**config.mk**
```make
export PLATFORM = sky130hd
export DESIGN_NAME = rvx_exec_top
export DESIGN_NICKNAME = d
export VERILOG_FILES = /design/src/design/rvx_pkg.sv /design/src/design/rvx_idu.sv /design/src/design/rvx_gpr.sv /design/src/design/rvx_id_ex_buf.sv /design/src/design/rvx_exu.sv /design/src/design/rvx_exec_top.sv
export SDC_FILE = /design/constraint.sdc
export NUM_CORES = 2
export LEC_CHECK = 0
export ABC_AREA = 0
export BUFFER_PORTS_ARGS = -buffer_cell sky130_fd_sc_hd__buf_2
export CORE_MARGIN = 2
export CORE_UTILIZATION = 49
export CTS_CLUSTER_DIAMETER = 60
export DETAILED_ROUTE_END_ITERATION = 8
export PLACE_DENSITY = 0.65
export SETUP_SLACK_MARGIN = 0.02
export SYNTH_ARGS = -nofsm -noshare
export SYNTH_HDL_FRONTEND = slang
export SYNTH_SLANG_ARGS = --single-unit
```
**constraint.sdc**
```tcl
create_clock -name clock -period 10.75 [get_ports clock]
set_input_delay 1.6125 -clock clock [delete_from_list [all_inputs] [get_ports clock]]
set_output_delay 1.6125 -clock clock [all_outputs]
set_load 0.03 [all_outputs]
```
**src/design/rvx_pkg.sv**
```systemverilog
`default_nettype none

package rvx_pkg;

	localparam int XLEN = 32;

	localparam logic [6:0] OPC_LUI    = 7'b0110111;
	localparam logic [6:0] OPC_AUIPC  = 7'b0010111;
	localparam logic [6:0] OPC_JAL    = 7'b1101111;
	localparam logic [6:0] OPC_JALR   = 7'b1100111;
	localparam logic [6:0] OPC_BRANCH = 7'b1100011;
	localparam logic [6:0] OPC_STORE  = 7'b0100011;
	localparam logic [6:0] OPC_OPIMM  = 7'b0010011;
	localparam logic [6:0] OPC_OP     = 7'b0110011;
	localparam logic [6:0] OPC_SYSTEM = 7'b1110011;

	typedef enum logic [2:0] {
		FMT_R = 3'd0,
		FMT_I = 3'd1,
		FMT_S = 3'd2,
		FMT_B = 3'd3,
		FMT_U = 3'd4,
		FMT_J = 3'd5
	} inst_fmt_e;

	typedef enum logic [3:0] {
		OP_ADD   = 4'd0,
		OP_SUB   = 4'd1,
		OP_AND   = 4'd2,
		OP_XOR   = 4'd3,
		OP_OR    = 4'd4,
		OP_SRL   = 4'd5,
		OP_SRA   = 4'd6,
		OP_SLL   = 4'd7,
		OP_LESS  = 4'd8,
		OP_ULESS = 4'd9
	} alu_op_e;

	typedef struct packed {
		logic [6:0] funct7;
		logic [4:0] rs2;
		logic [4:0] rs1;
		logic [2:0] funct3;
		logic [4:0] rd;
		logic [6:0] opcode;
	} inst_r_t;

	// same bits, with imm[11:5] on top and imm[4:0] where rd sits
	typedef struct packed {
		logic [6:0] imm_hi;
		logic [4:0] rs2;
		logic [4:0] rs1;
		logic [2:0] funct3;
		logic [4:0] imm_lo;
		logic [6:0] opcode;
	} inst_imm_t;

	typedef union packed {
		inst_r_t   r;
		inst_imm_t i;
	} rv_inst_u;

endpackage

`default_nettype wire

```
**src/design/rvx_idu.sv**
```systemverilog
`timescale 1ns/1ps
`default_nettype none

module rvx_idu import rvx_pkg::*; (
	input  logic            inst_valid,
	input  logic [31:0]     inst,
	output inst_fmt_e       fmt,
	output logic [6:0]      opcode,
	output logic [2:0]      funct3,
	output logic [6:0]      funct7,
	output logic [4:0]      rd,
	output logic [4:0]      rs1,
	output logic [4:0]      rs2,
	output logic [XLEN-1:0] imm
);

	rv_inst_u iw;
	logic     has_rs1;
	logic     has_rs2;

	assign iw = inst;

	assign opcode = iw.r.opcode;
	assign funct3 = iw.r.funct3;
	assign funct7 = iw.r.funct7;
	assign rd     = iw.r.rd;

	always_comb begin
		case (iw.r.opcode)
			OPC_LUI, OPC_AUIPC: fmt = FMT_U;
			OPC_JAL:            fmt = FMT_J;
			OPC_BRANCH:         fmt = FMT_B;
			OPC_STORE:          fmt = FMT_S;
			OPC_OP:             fmt = FMT_R;
			default:            fmt = FMT_I; // jalr, op-imm, system
		endcase
	end

	assign has_rs1 = (fmt == FMT_R) || (fmt == FMT_I) || (fmt == FMT_S) || (fmt == FMT_B);
	assign has_rs2 = (fmt == FMT_R) || (fmt == FMT_S) || (fmt == FMT_B);

	// unused sources read as x0 so no phantom forward
	assign rs1 = (inst_valid && has_rs1) ? iw.r.rs1 : 5'd0;
	assign rs2 = (inst_valid && has_rs2) ? iw.r.rs2 : 5'd0;

	always_comb begin
		case (fmt)
			FMT_I: imm = {{20{iw.i.imm_hi[6]}}, iw.i.imm_hi, iw.i.rs2};
			FMT_S: imm = {{20{iw.i.imm_hi[6]}}, iw.i.imm_hi, iw.i.imm_lo};
			FMT_B: imm = {{19{iw.i.imm_hi[6]}}, iw.i.imm_hi[6], iw.i.imm_lo[0],
				iw.i.imm_hi[5:0], iw.i.imm_lo[4:1], 1'b0};
			FMT_U: imm = {iw.i.imm_hi, iw.i.rs2, iw.i.rs1, iw.i.funct3, 12'b0};
			FMT_J: imm = {{11{iw.i.imm_hi[6]}}, iw.i.imm_hi[6], iw.i.rs1, iw.i.funct3,
				iw.i.rs2[0], iw.i.imm_hi[5:0], iw.i.rs2[4:1], 1'b0};
			default: imm = '0; // r-type
		endcase
	end

endmodule

`default_nettype wire

```
**src/design/rvx_gpr.sv**
```systemverilog
`timescale 1ns/1ps
`default_nettype none

module rvx_gpr import rvx_pkg::*; #(
	parameter int NREGS = 32
) (
	input  logic            clock,
	input  logic            arst_n,
	input  logic [4:0]      raddr1,
	input  logic [4:0]      raddr2,
	output logic [XLEN-1:0] rdata1,
	output logic [XLEN-1:0] rdata2,
	input  logic            we,
	input  logic [4:0]      waddr,
	input  logic [XLEN-1:0] wdata
);

	logic [XLEN-1:0] regs [NREGS]; // x0 cleared at reset, never written

	always_ff @(posedge clock or negedge arst_n) begin
		if (!arst_n) begin
			for (int i = 0; i < NREGS; i++) begin
				regs[i] <= '0;
			end
		end else if (we && waddr != 5'd0 && waddr < NREGS) begin
			regs[waddr] <= wdata;
		end
	end

	assign rdata1 = (raddr1 < NREGS) ? regs[raddr1] : '0;
	assign rdata2 = (raddr2 < NREGS) ? regs[raddr2] : '0;

	a_x0_stays_zero: assert property (@(posedge clock) disable iff (!arst_n)
		(we && waddr == 5'd0) |=> ((raddr1 != 5'd0 || rdata1 == '0) &&
		(raddr2 != 5'd0 || rdata2 == '0)));

endmodule

`default_nettype wire

```
**src/design/rvx_id_ex_buf.sv**
```systemverilog
`timescale 1ns/1ps
`default_nettype none

module rvx_id_ex_buf import rvx_pkg::*; #(
	parameter int NREGS = 32
) (
	input  logic            clock,
	input  logic            arst_n,
	input  logic            inst_valid,
	input  inst_fmt_e       fmt,
	input  logic [6:0]      opcode,
	input  logic [2:0]      funct3,
	input  logic [6:0]      funct7,
	input  logic [4:0]      rd,
	input  logic [4:0]      rs1,
	input  logic [4:0]      rs2,
	input  logic [XLEN-1:0] imm,
	input  logic [XLEN-1:0] rdata1,
	input  logic [XLEN-1:0] rdata2,
	input  logic [XLEN-1:0] pc,
	input  logic            wb_we,
	input  logic [4:0]      wb_rd,
	input  logic [XLEN-1:0] wb_data,
	output logic            ex_valid,
	output inst_fmt_e       ex_fmt,
	output logic [6:0]      ex_opcode,
	output logic [2:0]      ex_funct3,
	output logic [6:0]      ex_funct7,
	output logic [4:0]      ex_rd,
	output logic [XLEN-1:0] ex_imm,
	output logic [XLEN-1:0] ex_pc,
	output logic [XLEN-1:0] src1,
	output logic [XLEN-1:0] src2
);

	logic wb_hit; // writeback lands in the file this cycle
	logic fwd1;
	logic fwd2;

	assign wb_hit = wb_we && wb_rd != 5'd0 && wb_rd < NREGS;
	assign fwd1   = wb_hit && (wb_rd == rs1);
	assign fwd2   = wb_hit && (wb_rd == rs2);

	always_ff @(posedge clock or negedge arst_n) begin
		if (!arst_n) begin
			ex_valid  <= 1'b0;
			ex_fmt    <= FMT_R;
			ex_opcode <= '0;
			ex_funct3 <= '0;
			ex_funct7 <= '0;
			ex_rd     <= '0;
			ex_imm    <= '0;
			ex_pc     <= '0;
			src1      <= '0;
			src2      <= '0;
		end else begin
			ex_valid <= inst_valid; // single-cycle pulse per strobe
			if (inst_valid) begin
				ex_fmt    <= fmt;
				ex_opcode <= opcode;
				ex_funct3 <= funct3;
				ex_funct7 <= funct7;
				ex_rd     <= rd;
				ex_imm    <= imm;
				ex_pc     <= pc;
				src1      <= fwd1 ? wb_data : rdata1;
				src2      <= fwd2 ? wb_data : rdata2;
			end
		end
	end

endmodule

`default_nettype wire

```
**src/design/rvx_exu.sv**
```systemverilog
`timescale 1ns/1ps
`default_nettype none

module rvx_exu import rvx_pkg::*; (
	input  logic            ex_valid,
	input  inst_fmt_e       fmt,
	input  logic [6:0]      opcode,
	input  logic [2:0]      funct3,
	input  logic [6:0]      funct7,
	input  logic [4:0]      rd,
	input  logic [XLEN-1:0] src1,
	input  logic [XLEN-1:0] src2,
	input  logic [XLEN-1:0] imm,
	input  logic [XLEN-1:0] pc,
	input  logic [XLEN-1:0] csr_rdata,
	output logic            wb_we,
	output logic [4:0]      wb_rd,
	output logic [XLEN-1:0] wb_data,
	output logic            jump_valid,
	output logic [XLEN-1:0] jump_target,
	output logic            store_valid,
	output logic [XLEN-1:0] store_addr,
	output logic [XLEN-1:0] store_data,
	output logic [3:0]      store_wmask,
	output logic            csr_we,
	output logic [XLEN-1:0] csr_wdata
);

	logic            is_jal, is_jalr, is_branch, is_store, is_alu, is_csr;
	logic [XLEN-1:0] lop, rop;
	alu_op_e         alu_op;
	logic [XLEN-1:0] alu_res;
	logic [XLEN-1:0] op_diff, br_diff, jump_sum;
	logic            op_borrow, op_less;
	logic            br_borrow, br_eq, br_less, br_taken;

	assign is_jal    = (fmt == FMT_J);
	assign is_jalr   = (opcode == OPC_JALR);
	assign is_branch = (fmt == FMT_B);
	assign is_store  = (opcode == OPC_STORE);
	assign is_alu    = (opcode == OPC_OPIMM) || (opcode == OPC_OP);
	assign is_csr    = (opcode == OPC_SYSTEM) && (funct3 == 3'b001 || funct3 == 3'b010);

	always_comb begin
		lop = '0;
		rop = '0;
		case (opcode)
			OPC_LUI:   rop = imm;
			OPC_AUIPC: begin
				lop = pc;
				rop = imm;
			end
			OPC_JAL, OPC_JALR: begin
				lop = pc;
				rop = 32'd4; // link value
			end
			OPC_STORE, OPC_OPIMM: begin
				lop = src1;
				rop = imm;
			end
			OPC_OP: begin
				lop = src1;
				rop = src2;
			end
			default: ;
		endcase
	end

	always_comb begin
		alu_op = OP_ADD;
		if (is_alu) begin
			case (funct3)
				3'b000:  alu_op = (opcode == OPC_OP && funct7[5]) ? OP_SUB : OP_ADD;
				3'b001:  alu_op = OP_SLL;
				3'b010:  alu_op = OP_LESS;
				3'b011:  alu_op = OP_ULESS;
				3'b100:  alu_op = OP_XOR;
				3'b101:  alu_op = funct7[5] ? OP_SRA : OP_SRL;
				3'b110:  alu_op = OP_OR;
				default: alu_op = OP_AND;
			endcase
		end
	end

	assign {op_borrow, op_diff} = {1'b0, lop} - {1'b0, rop};
	assign op_less = (lop[31] & ~rop[31]) | (~(lop[31] ^ rop[31]) & op_diff[31]);

	always_comb begin
		case (alu_op)
			OP_ADD:   alu_res = lop + rop;
			OP_SUB:   alu_res = op_diff;
			OP_AND:   alu_res = lop & rop;
			OP_XOR:   alu_res = lop ^ rop;
			OP_OR:    alu_res = lop | rop;
			OP_SRL:   alu_res = lop >> rop[4:0];
			OP_SRA:   alu_res = $signed(lop) >>> rop[4:0];
			OP_SLL:   alu_res = lop << rop[4:0];
			OP_LESS:  alu_res = {31'b0, op_less};
			OP_ULESS: alu_res = {31'b0, op_borrow};
			default:  alu_res = '0;
		endcase
	end

	// branch compare on raw sources
	assign {br_borrow, br_diff} = {1'b0, src1} - {1'b0, src2};
	assign br_eq   = (br_diff == '0);
	assign br_less = (src1[31] & ~src2[31]) | (~(src1[31] ^ src2[31]) & br_diff[31]);

	always_comb begin
		case (funct3)
			3'b000:  br_taken = br_eq;
			3'b001:  br_taken = ~br_eq;
			3'b100:  br_taken = br_less;
			3'b101:  br_taken = ~br_less;
			3'b110:  br_taken = br_borrow;
			3'b111:  br_taken = ~br_borrow;
			default: br_taken = 1'b0;
		endcase
	end

	assign jump_sum    = (is_jalr ? src1 : pc) + imm;
	assign jump_target = {jump_sum[XLEN-1:1], jump_sum[0] & ~is_jalr};
	assign jump_valid  = ex_valid && (is_jal || is_jalr || (is_branch && br_taken));

	assign store_valid = ex_valid && is_store;
	assign store_addr  = alu_res;
	assign store_data  = src2;

	always_comb begin
		case (funct3[1:0])
			2'b00:   store_wmask = 4'h1; // sb
			2'b01:   store_wmask = 4'h3; // sh
			2'b10:   store_wmask = 4'hf; // sw
			default: store_wmask = 4'h0;
		endcase
	end

	assign csr_we    = ex_valid && is_csr;
	assign csr_wdata = funct3[1] ? (src1 | csr_rdata) : src1; // csrrs : csrrw

	assign wb_we   = ex_valid && (opcode == OPC_LUI || opcode == OPC_AUIPC || is_jal ||
		is_jalr || is_alu || is_csr);
	assign wb_rd   = rd;
	assign wb_data = is_csr ? csr_rdata : alu_res; // old csr value to rd

	a_store_mask: assert final (!store_valid || store_wmask inside {4'h1, 4'h3, 4'hf});

	// relies on an aligned pc and the decoder's even b/j immediates
	a_jump_align: assert final (!(jump_valid && !is_jalr) || !jump_target[0]);

endmodule

`default_nettype wire

```
**src/design/rvx_exec_top.sv**
```systemverilog
`timescale 1ns/1ps
`default_nettype none

module rvx_exec_top import rvx_pkg::*; #(
	parameter int NREGS = 32
) (
	input  logic            clock,
	input  logic            arst_n,
	input  logic            inst_valid,
	input  logic [31:0]     inst,
	input  logic [XLEN-1:0] pc,
	input  logic [XLEN-1:0] csr_rdata,
	output logic            wb_we,
	output logic [4:0]      wb_rd,
	output logic [XLEN-1:0] wb_data,
	output logic            jump_valid,
	output logic [XLEN-1:0] jump_target,
	output logic            store_valid,
	output logic [XLEN-1:0] store_addr,
	output logic [XLEN-1:0] store_data,
	output logic [3:0]      store_wmask,
	output logic            csr_we,
	output logic [XLEN-1:0] csr_wdata
);

	inst_fmt_e       id_fmt, ex_fmt;
	logic [6:0]      id_opcode, id_funct7, ex_opcode, ex_funct7;
	logic [2:0]      id_funct3, ex_funct3;
	logic [4:0]      id_rd, id_rs1, id_rs2, ex_rd;
	logic [XLEN-1:0] id_imm, ex_imm, ex_pc;
	logic [XLEN-1:0] rdata1, rdata2, src1, src2;
	logic            ex_valid;

	rvx_idu u_idu (
		.inst_valid(inst_valid), .inst(inst), .fmt(id_fmt), .opcode(id_opcode),
		.funct3(id_funct3), .funct7(id_funct7), .rd(id_rd), .rs1(id_rs1), .rs2(id_rs2),
		.imm(id_imm)
	);

	rvx_gpr #(.NREGS(NREGS)) u_gpr (
		.clock(clock), .arst_n(arst_n), .raddr1(id_rs1), .raddr2(id_rs2),
		.rdata1(rdata1), .rdata2(rdata2), .we(wb_we), .waddr(wb_rd), .wdata(wb_data)
	);

	rvx_id_ex_buf #(.NREGS(NREGS)) u_buf (
		.clock(clock), .arst_n(arst_n), .inst_valid(inst_valid), .fmt(id_fmt),
		.opcode(id_opcode), .funct3(id_funct3), .funct7(id_funct7), .rd(id_rd),
		.rs1(id_rs1), .rs2(id_rs2), .imm(id_imm), .rdata1(rdata1), .rdata2(rdata2),
		.pc(pc), .wb_we(wb_we), .wb_rd(wb_rd), .wb_data(wb_data),
		.ex_valid(ex_valid), .ex_fmt(ex_fmt), .ex_opcode(ex_opcode),
		.ex_funct3(ex_funct3), .ex_funct7(ex_funct7), .ex_rd(ex_rd), .ex_imm(ex_imm),
		.ex_pc(ex_pc), .src1(src1), .src2(src2)
	);

	rvx_exu u_exu (
		.ex_valid(ex_valid), .fmt(ex_fmt), .opcode(ex_opcode), .funct3(ex_funct3),
		.funct7(ex_funct7), .rd(ex_rd), .src1(src1), .src2(src2), .imm(ex_imm),
		.pc(ex_pc), .csr_rdata(csr_rdata),
		.wb_we(wb_we), .wb_rd(wb_rd), .wb_data(wb_data),
		.jump_valid(jump_valid), .jump_target(jump_target),
		.store_valid(store_valid), .store_addr(store_addr), .store_data(store_data),
		.store_wmask(store_wmask), .csr_we(csr_we), .csr_wdata(csr_wdata)
	);

endmodule

`default_nettype wire

```
==> run metrics <==
status=finished, final reports clean; RSZ-0062 raised after global routing=no; Sw Share=between 30% and 40%; post-synth cell types=111; Synth Area in Compound Gates=a little over a fifth; Metal-1 WL=140 mm; fin crit period=10.02 ns; Avg Synthesized Cell Area=~8.7 um2; Synth Area in Simple Gates=~17%; total negative slack=0 ns; Peak VDD IR=0.000178 V; leakage=0.0392 uW; Die Y=401 um; Slew Viols, Final=0; mux contribution to synthesized area=15.2%; post-synthesis cell area=0.0774 mm2; post-CTS setup buffer count=0; ys flop type=dfrtp_1; H-tree depth=4; final worst-path cycle share=93.2%; Clock Latency Late Sink=0.81 ns; largest net degree at the start of global routing=169; dominant cell type by area after synthesis=dfrtp_1; post-synthesis xor/xnor area fraction=0.600%; internal power=8320 uW; die footprint=approximately 0.16 mm2; layout cells sized above 1=16.2%; Clock Sinks=1172; clk slew on worst S/H paths=about 0.06 ns; maximum clock frequency=0.0998 GHz; largest family of logic cells by synthesized area=compound AO/OA/AOI/OAI gates; Routed Antenna Nets=0; Iteration-0 DRC Markers=12100; DRT Pass-1 Iters=9; gr ovfl total=0; Setup WS pre-CTS=around 1.8 ns; synth top area cells=dfrtp_1 (38%), nand2_1 (8.1%), o21ai_0 (6.5%); Power Density=146 mW/mm2; post-detailed-route wirelength per cell=36.7 um; Crit Path Class=flip-flop to output port; Syn Inst Count=8936; placed insts=10700; Worst Path Required=9.14 ns; met2 WL=170 mm; Post-Layout Cell Count=~11000; Initial Utilization=49.4%; register bit count reported by yosys=1172; layout net count=about 9000; Detail Placement HPWL=280 mm; worst slew pin tran=~1.4 ns; normalized max-slew margin=4.62%; routability cong.=~1.1; Syn Nets=just over 9000; Final Hold Vio Count=0; Power Total=12500 uW; crit path DAT=approximately 8.4 ns; fin worst setup slack=between 0.7 and 0.8 ns; Reg power frac=40.5%; Seq/Total Area, Yosys=37.9%; hold crit path type=flip-flop to flip-flop; EDFF count, synth=0; final routed DRC violation total=0; CP Launch Type=flip-flop; # IOs=~270; core area=0.157 mm2; share of the synthesized area in the top cell type=37.9%; TritonCTS clock tree=yes; Post-synth ARST share=100%; crit end category=output port; Synth-to-Final Area Change=10.5%; first-pass GRT wire length=between 500 and 600 mm; vias in the first global route=74000; final WL=403 mm; DR vias/cell=7.15; GRT Overall Usage=around 49%; die width=approximately 400 um; Via Count=78600; clock share of power=38.0%; FP Rows=145; Hold Buf Count CTS=0; CTS max path bufs=3; metal3 WL=50.2 mm; power share of the combinational group=a little over a fifth; sw power=between 4000 and 5000 uW; Max-Cap Viols=0; DR top layer=met5; root buffer cell=clkbuf_16; crit-path max FO=10; Setup-failing EPs final=0; most common cell in the netlist=nand2_1; Clock Skew=0.0357 ns; Synth Area in Adders=2.84%; initial antenna violation count=31; synth cell count leaders=nand2_1 (1679), dfrtp_1 (1172), o21ai_0 (1006), clkbuf_1 (619), a21oi_1 (433); Synth warnings=0; Resized Gates After CTS=0; Fillers=approximately 14000; clock buffer count from CTS=133; port bufs=271
## routing by layer
metal  up-vias  track usage, %
met5         -          0.0297
li1      32200               -
met2      6322            71.4
met1     38200            58.2
met3      1753            15.7
met4        32            42.1
## per-stage QoR
| stage | hold slack, ns | instance area, um2 | util, % |
|---|---|---|---|
| 2_1_floorplan | 0.446 | 77400 | - |
| 3_3_place_gp | 0.381 | 80900 | 51.7 |
| 3_5_place_dp | 0.385 | 80900 | 51.7 |
| 4_1_cts | 0.400 | 85400 | 54.6 |
| 5_1_grt | 0.410 | 85400 | 54.6 |
| 6_report | 0.401 | 85500 | 54.6 |
## state kept, by name (all words and copies together), names as in the netlist
register,cells
u_buf.ex_imm,32
u_buf.ex_opcode,7
u_buf.ex_valid,1
u_buf.src1,32
u_buf.ex_pc,32
u_buf.ex_funct7,1
u_gpr.regs,1024
u_buf.ex_funct3,3
u_buf.src2,32
u_buf.ex_fmt,3
u_buf.ex_rd,5
## path summary, 6_finish.rpt
| kind | startpoint | endpoint | slack [ns] | cells after the start |
|---|---|---|---|---|
| hold / removal | u_gpr.regs[995] | u_gpr.regs[995] | 0.40 | 0 |
| max in group asynchronous | arst_n | u_gpr.regs[587] | 7.50 | 3 |
| setup reg to reg | u_buf.ex_opcode[3] | u_gpr.regs[831] | 2.61 | 24 |
| min in group asynchronous | arst_n | u_buf.ex_pc[10] | 0.85 | 1 |
| setup / recovery | u_buf.ex_opcode[3] | wb_data[31] | 0.73 | 24 |
| hold reg to reg | u_gpr.regs[995] | u_gpr.regs[995] | 0.40 | 0 |
## cell families (layout without fill, tap and decap cells)
logic type               Yosys count  in the layout
other                              0             22
multiplexers                     900            900
XOR/XNOR                          53             53
adder cells (fa/ha/maj)          172            172
AO/OA/AOI/OAI                   2601           2601
AND/OR/NAND/NOR                 3015           3015
flip-flops                      1172           1172
buffers and inverters           1023            994
## cell type report
type	count	area, um2	share of cell area (%)
timing repair buffer	561	3750	4.39
clock inverter	45	631	0.738
antenna	22	55.1	0.0644
clock buffer	192	3890	4.56
multi-input combinational	6741	44500	52.1
tap	2058	2570	3.01
sequential	1172	29300	34.3
inverter	196	747	0.874
## critical path, stage by stage, from the launching register on
cell and delay [ns]:
dfrtp_1 0.46, nand4bb_1 0.54, nor3b_4 0.78, buf_4 0.29, nand2_1 0.16, nand2_1 0.25, ha_1 0.39, a211o_1 0.32
nor3_1 0.24, a211oi_1 0.23, buf_4 0.23, o21ai_0 0.59, a21oi_1 0.25, a221o_1 0.39, a21o_1 0.19, a21o_1 0.19
fa_1 0.46, a21oi_1 0.20, o221ai_1 0.19, a311oi_1 0.24, o211ai_1 0.13, a211o_1 0.40, mux2i_2 0.21, inv_1 0.07
buf_2 0.18
## power by group through the flow
stage          clock network, uW  registers, uW  logic, uW
2_1_floorplan                  0           4980       1580
4_1_cts                     4750           5050       2600
3_3_place_gp                   0           5100       2570
3_5_place_dp                   0           5120       2580
6_report                    4760           5070       2690
5_1_grt                     4950           5090       2820
## placed cells by master, fill, tap and decap left out, types with 47 or more instances in the layout
| cell | n |
|---|---|
| nor2_1 | 376 |
| a211oi_1 | 184 |
| a31oi_1 | 74 |
| o22ai_1 | 100 |
| buf_4 | 278 |
| mux2_2 | 296 |
| a221oi_1 | 102 |
| a21oi_1 | 430 |
| o21ai_0 | 1004 |
| nand2_1 | 1643 |
| inv_1 | 186 |
| o211ai_1 | 84 |
| clkbuf_16 | 136 |
| and3_1 | 47 |
| nand3_1 | 429 |
| a21o_1 | 82 |
| dfrtp_1 | 1171 |
| buf_2 | 265 |
| mux2i_1 | 386 |
| o221ai_1 | 96 |
| nor3_1 | 189 |
| mux4_2 | 175 |
| ha_1 | 166 |
No activity file was read; power rests on OpenSTA's default activity.
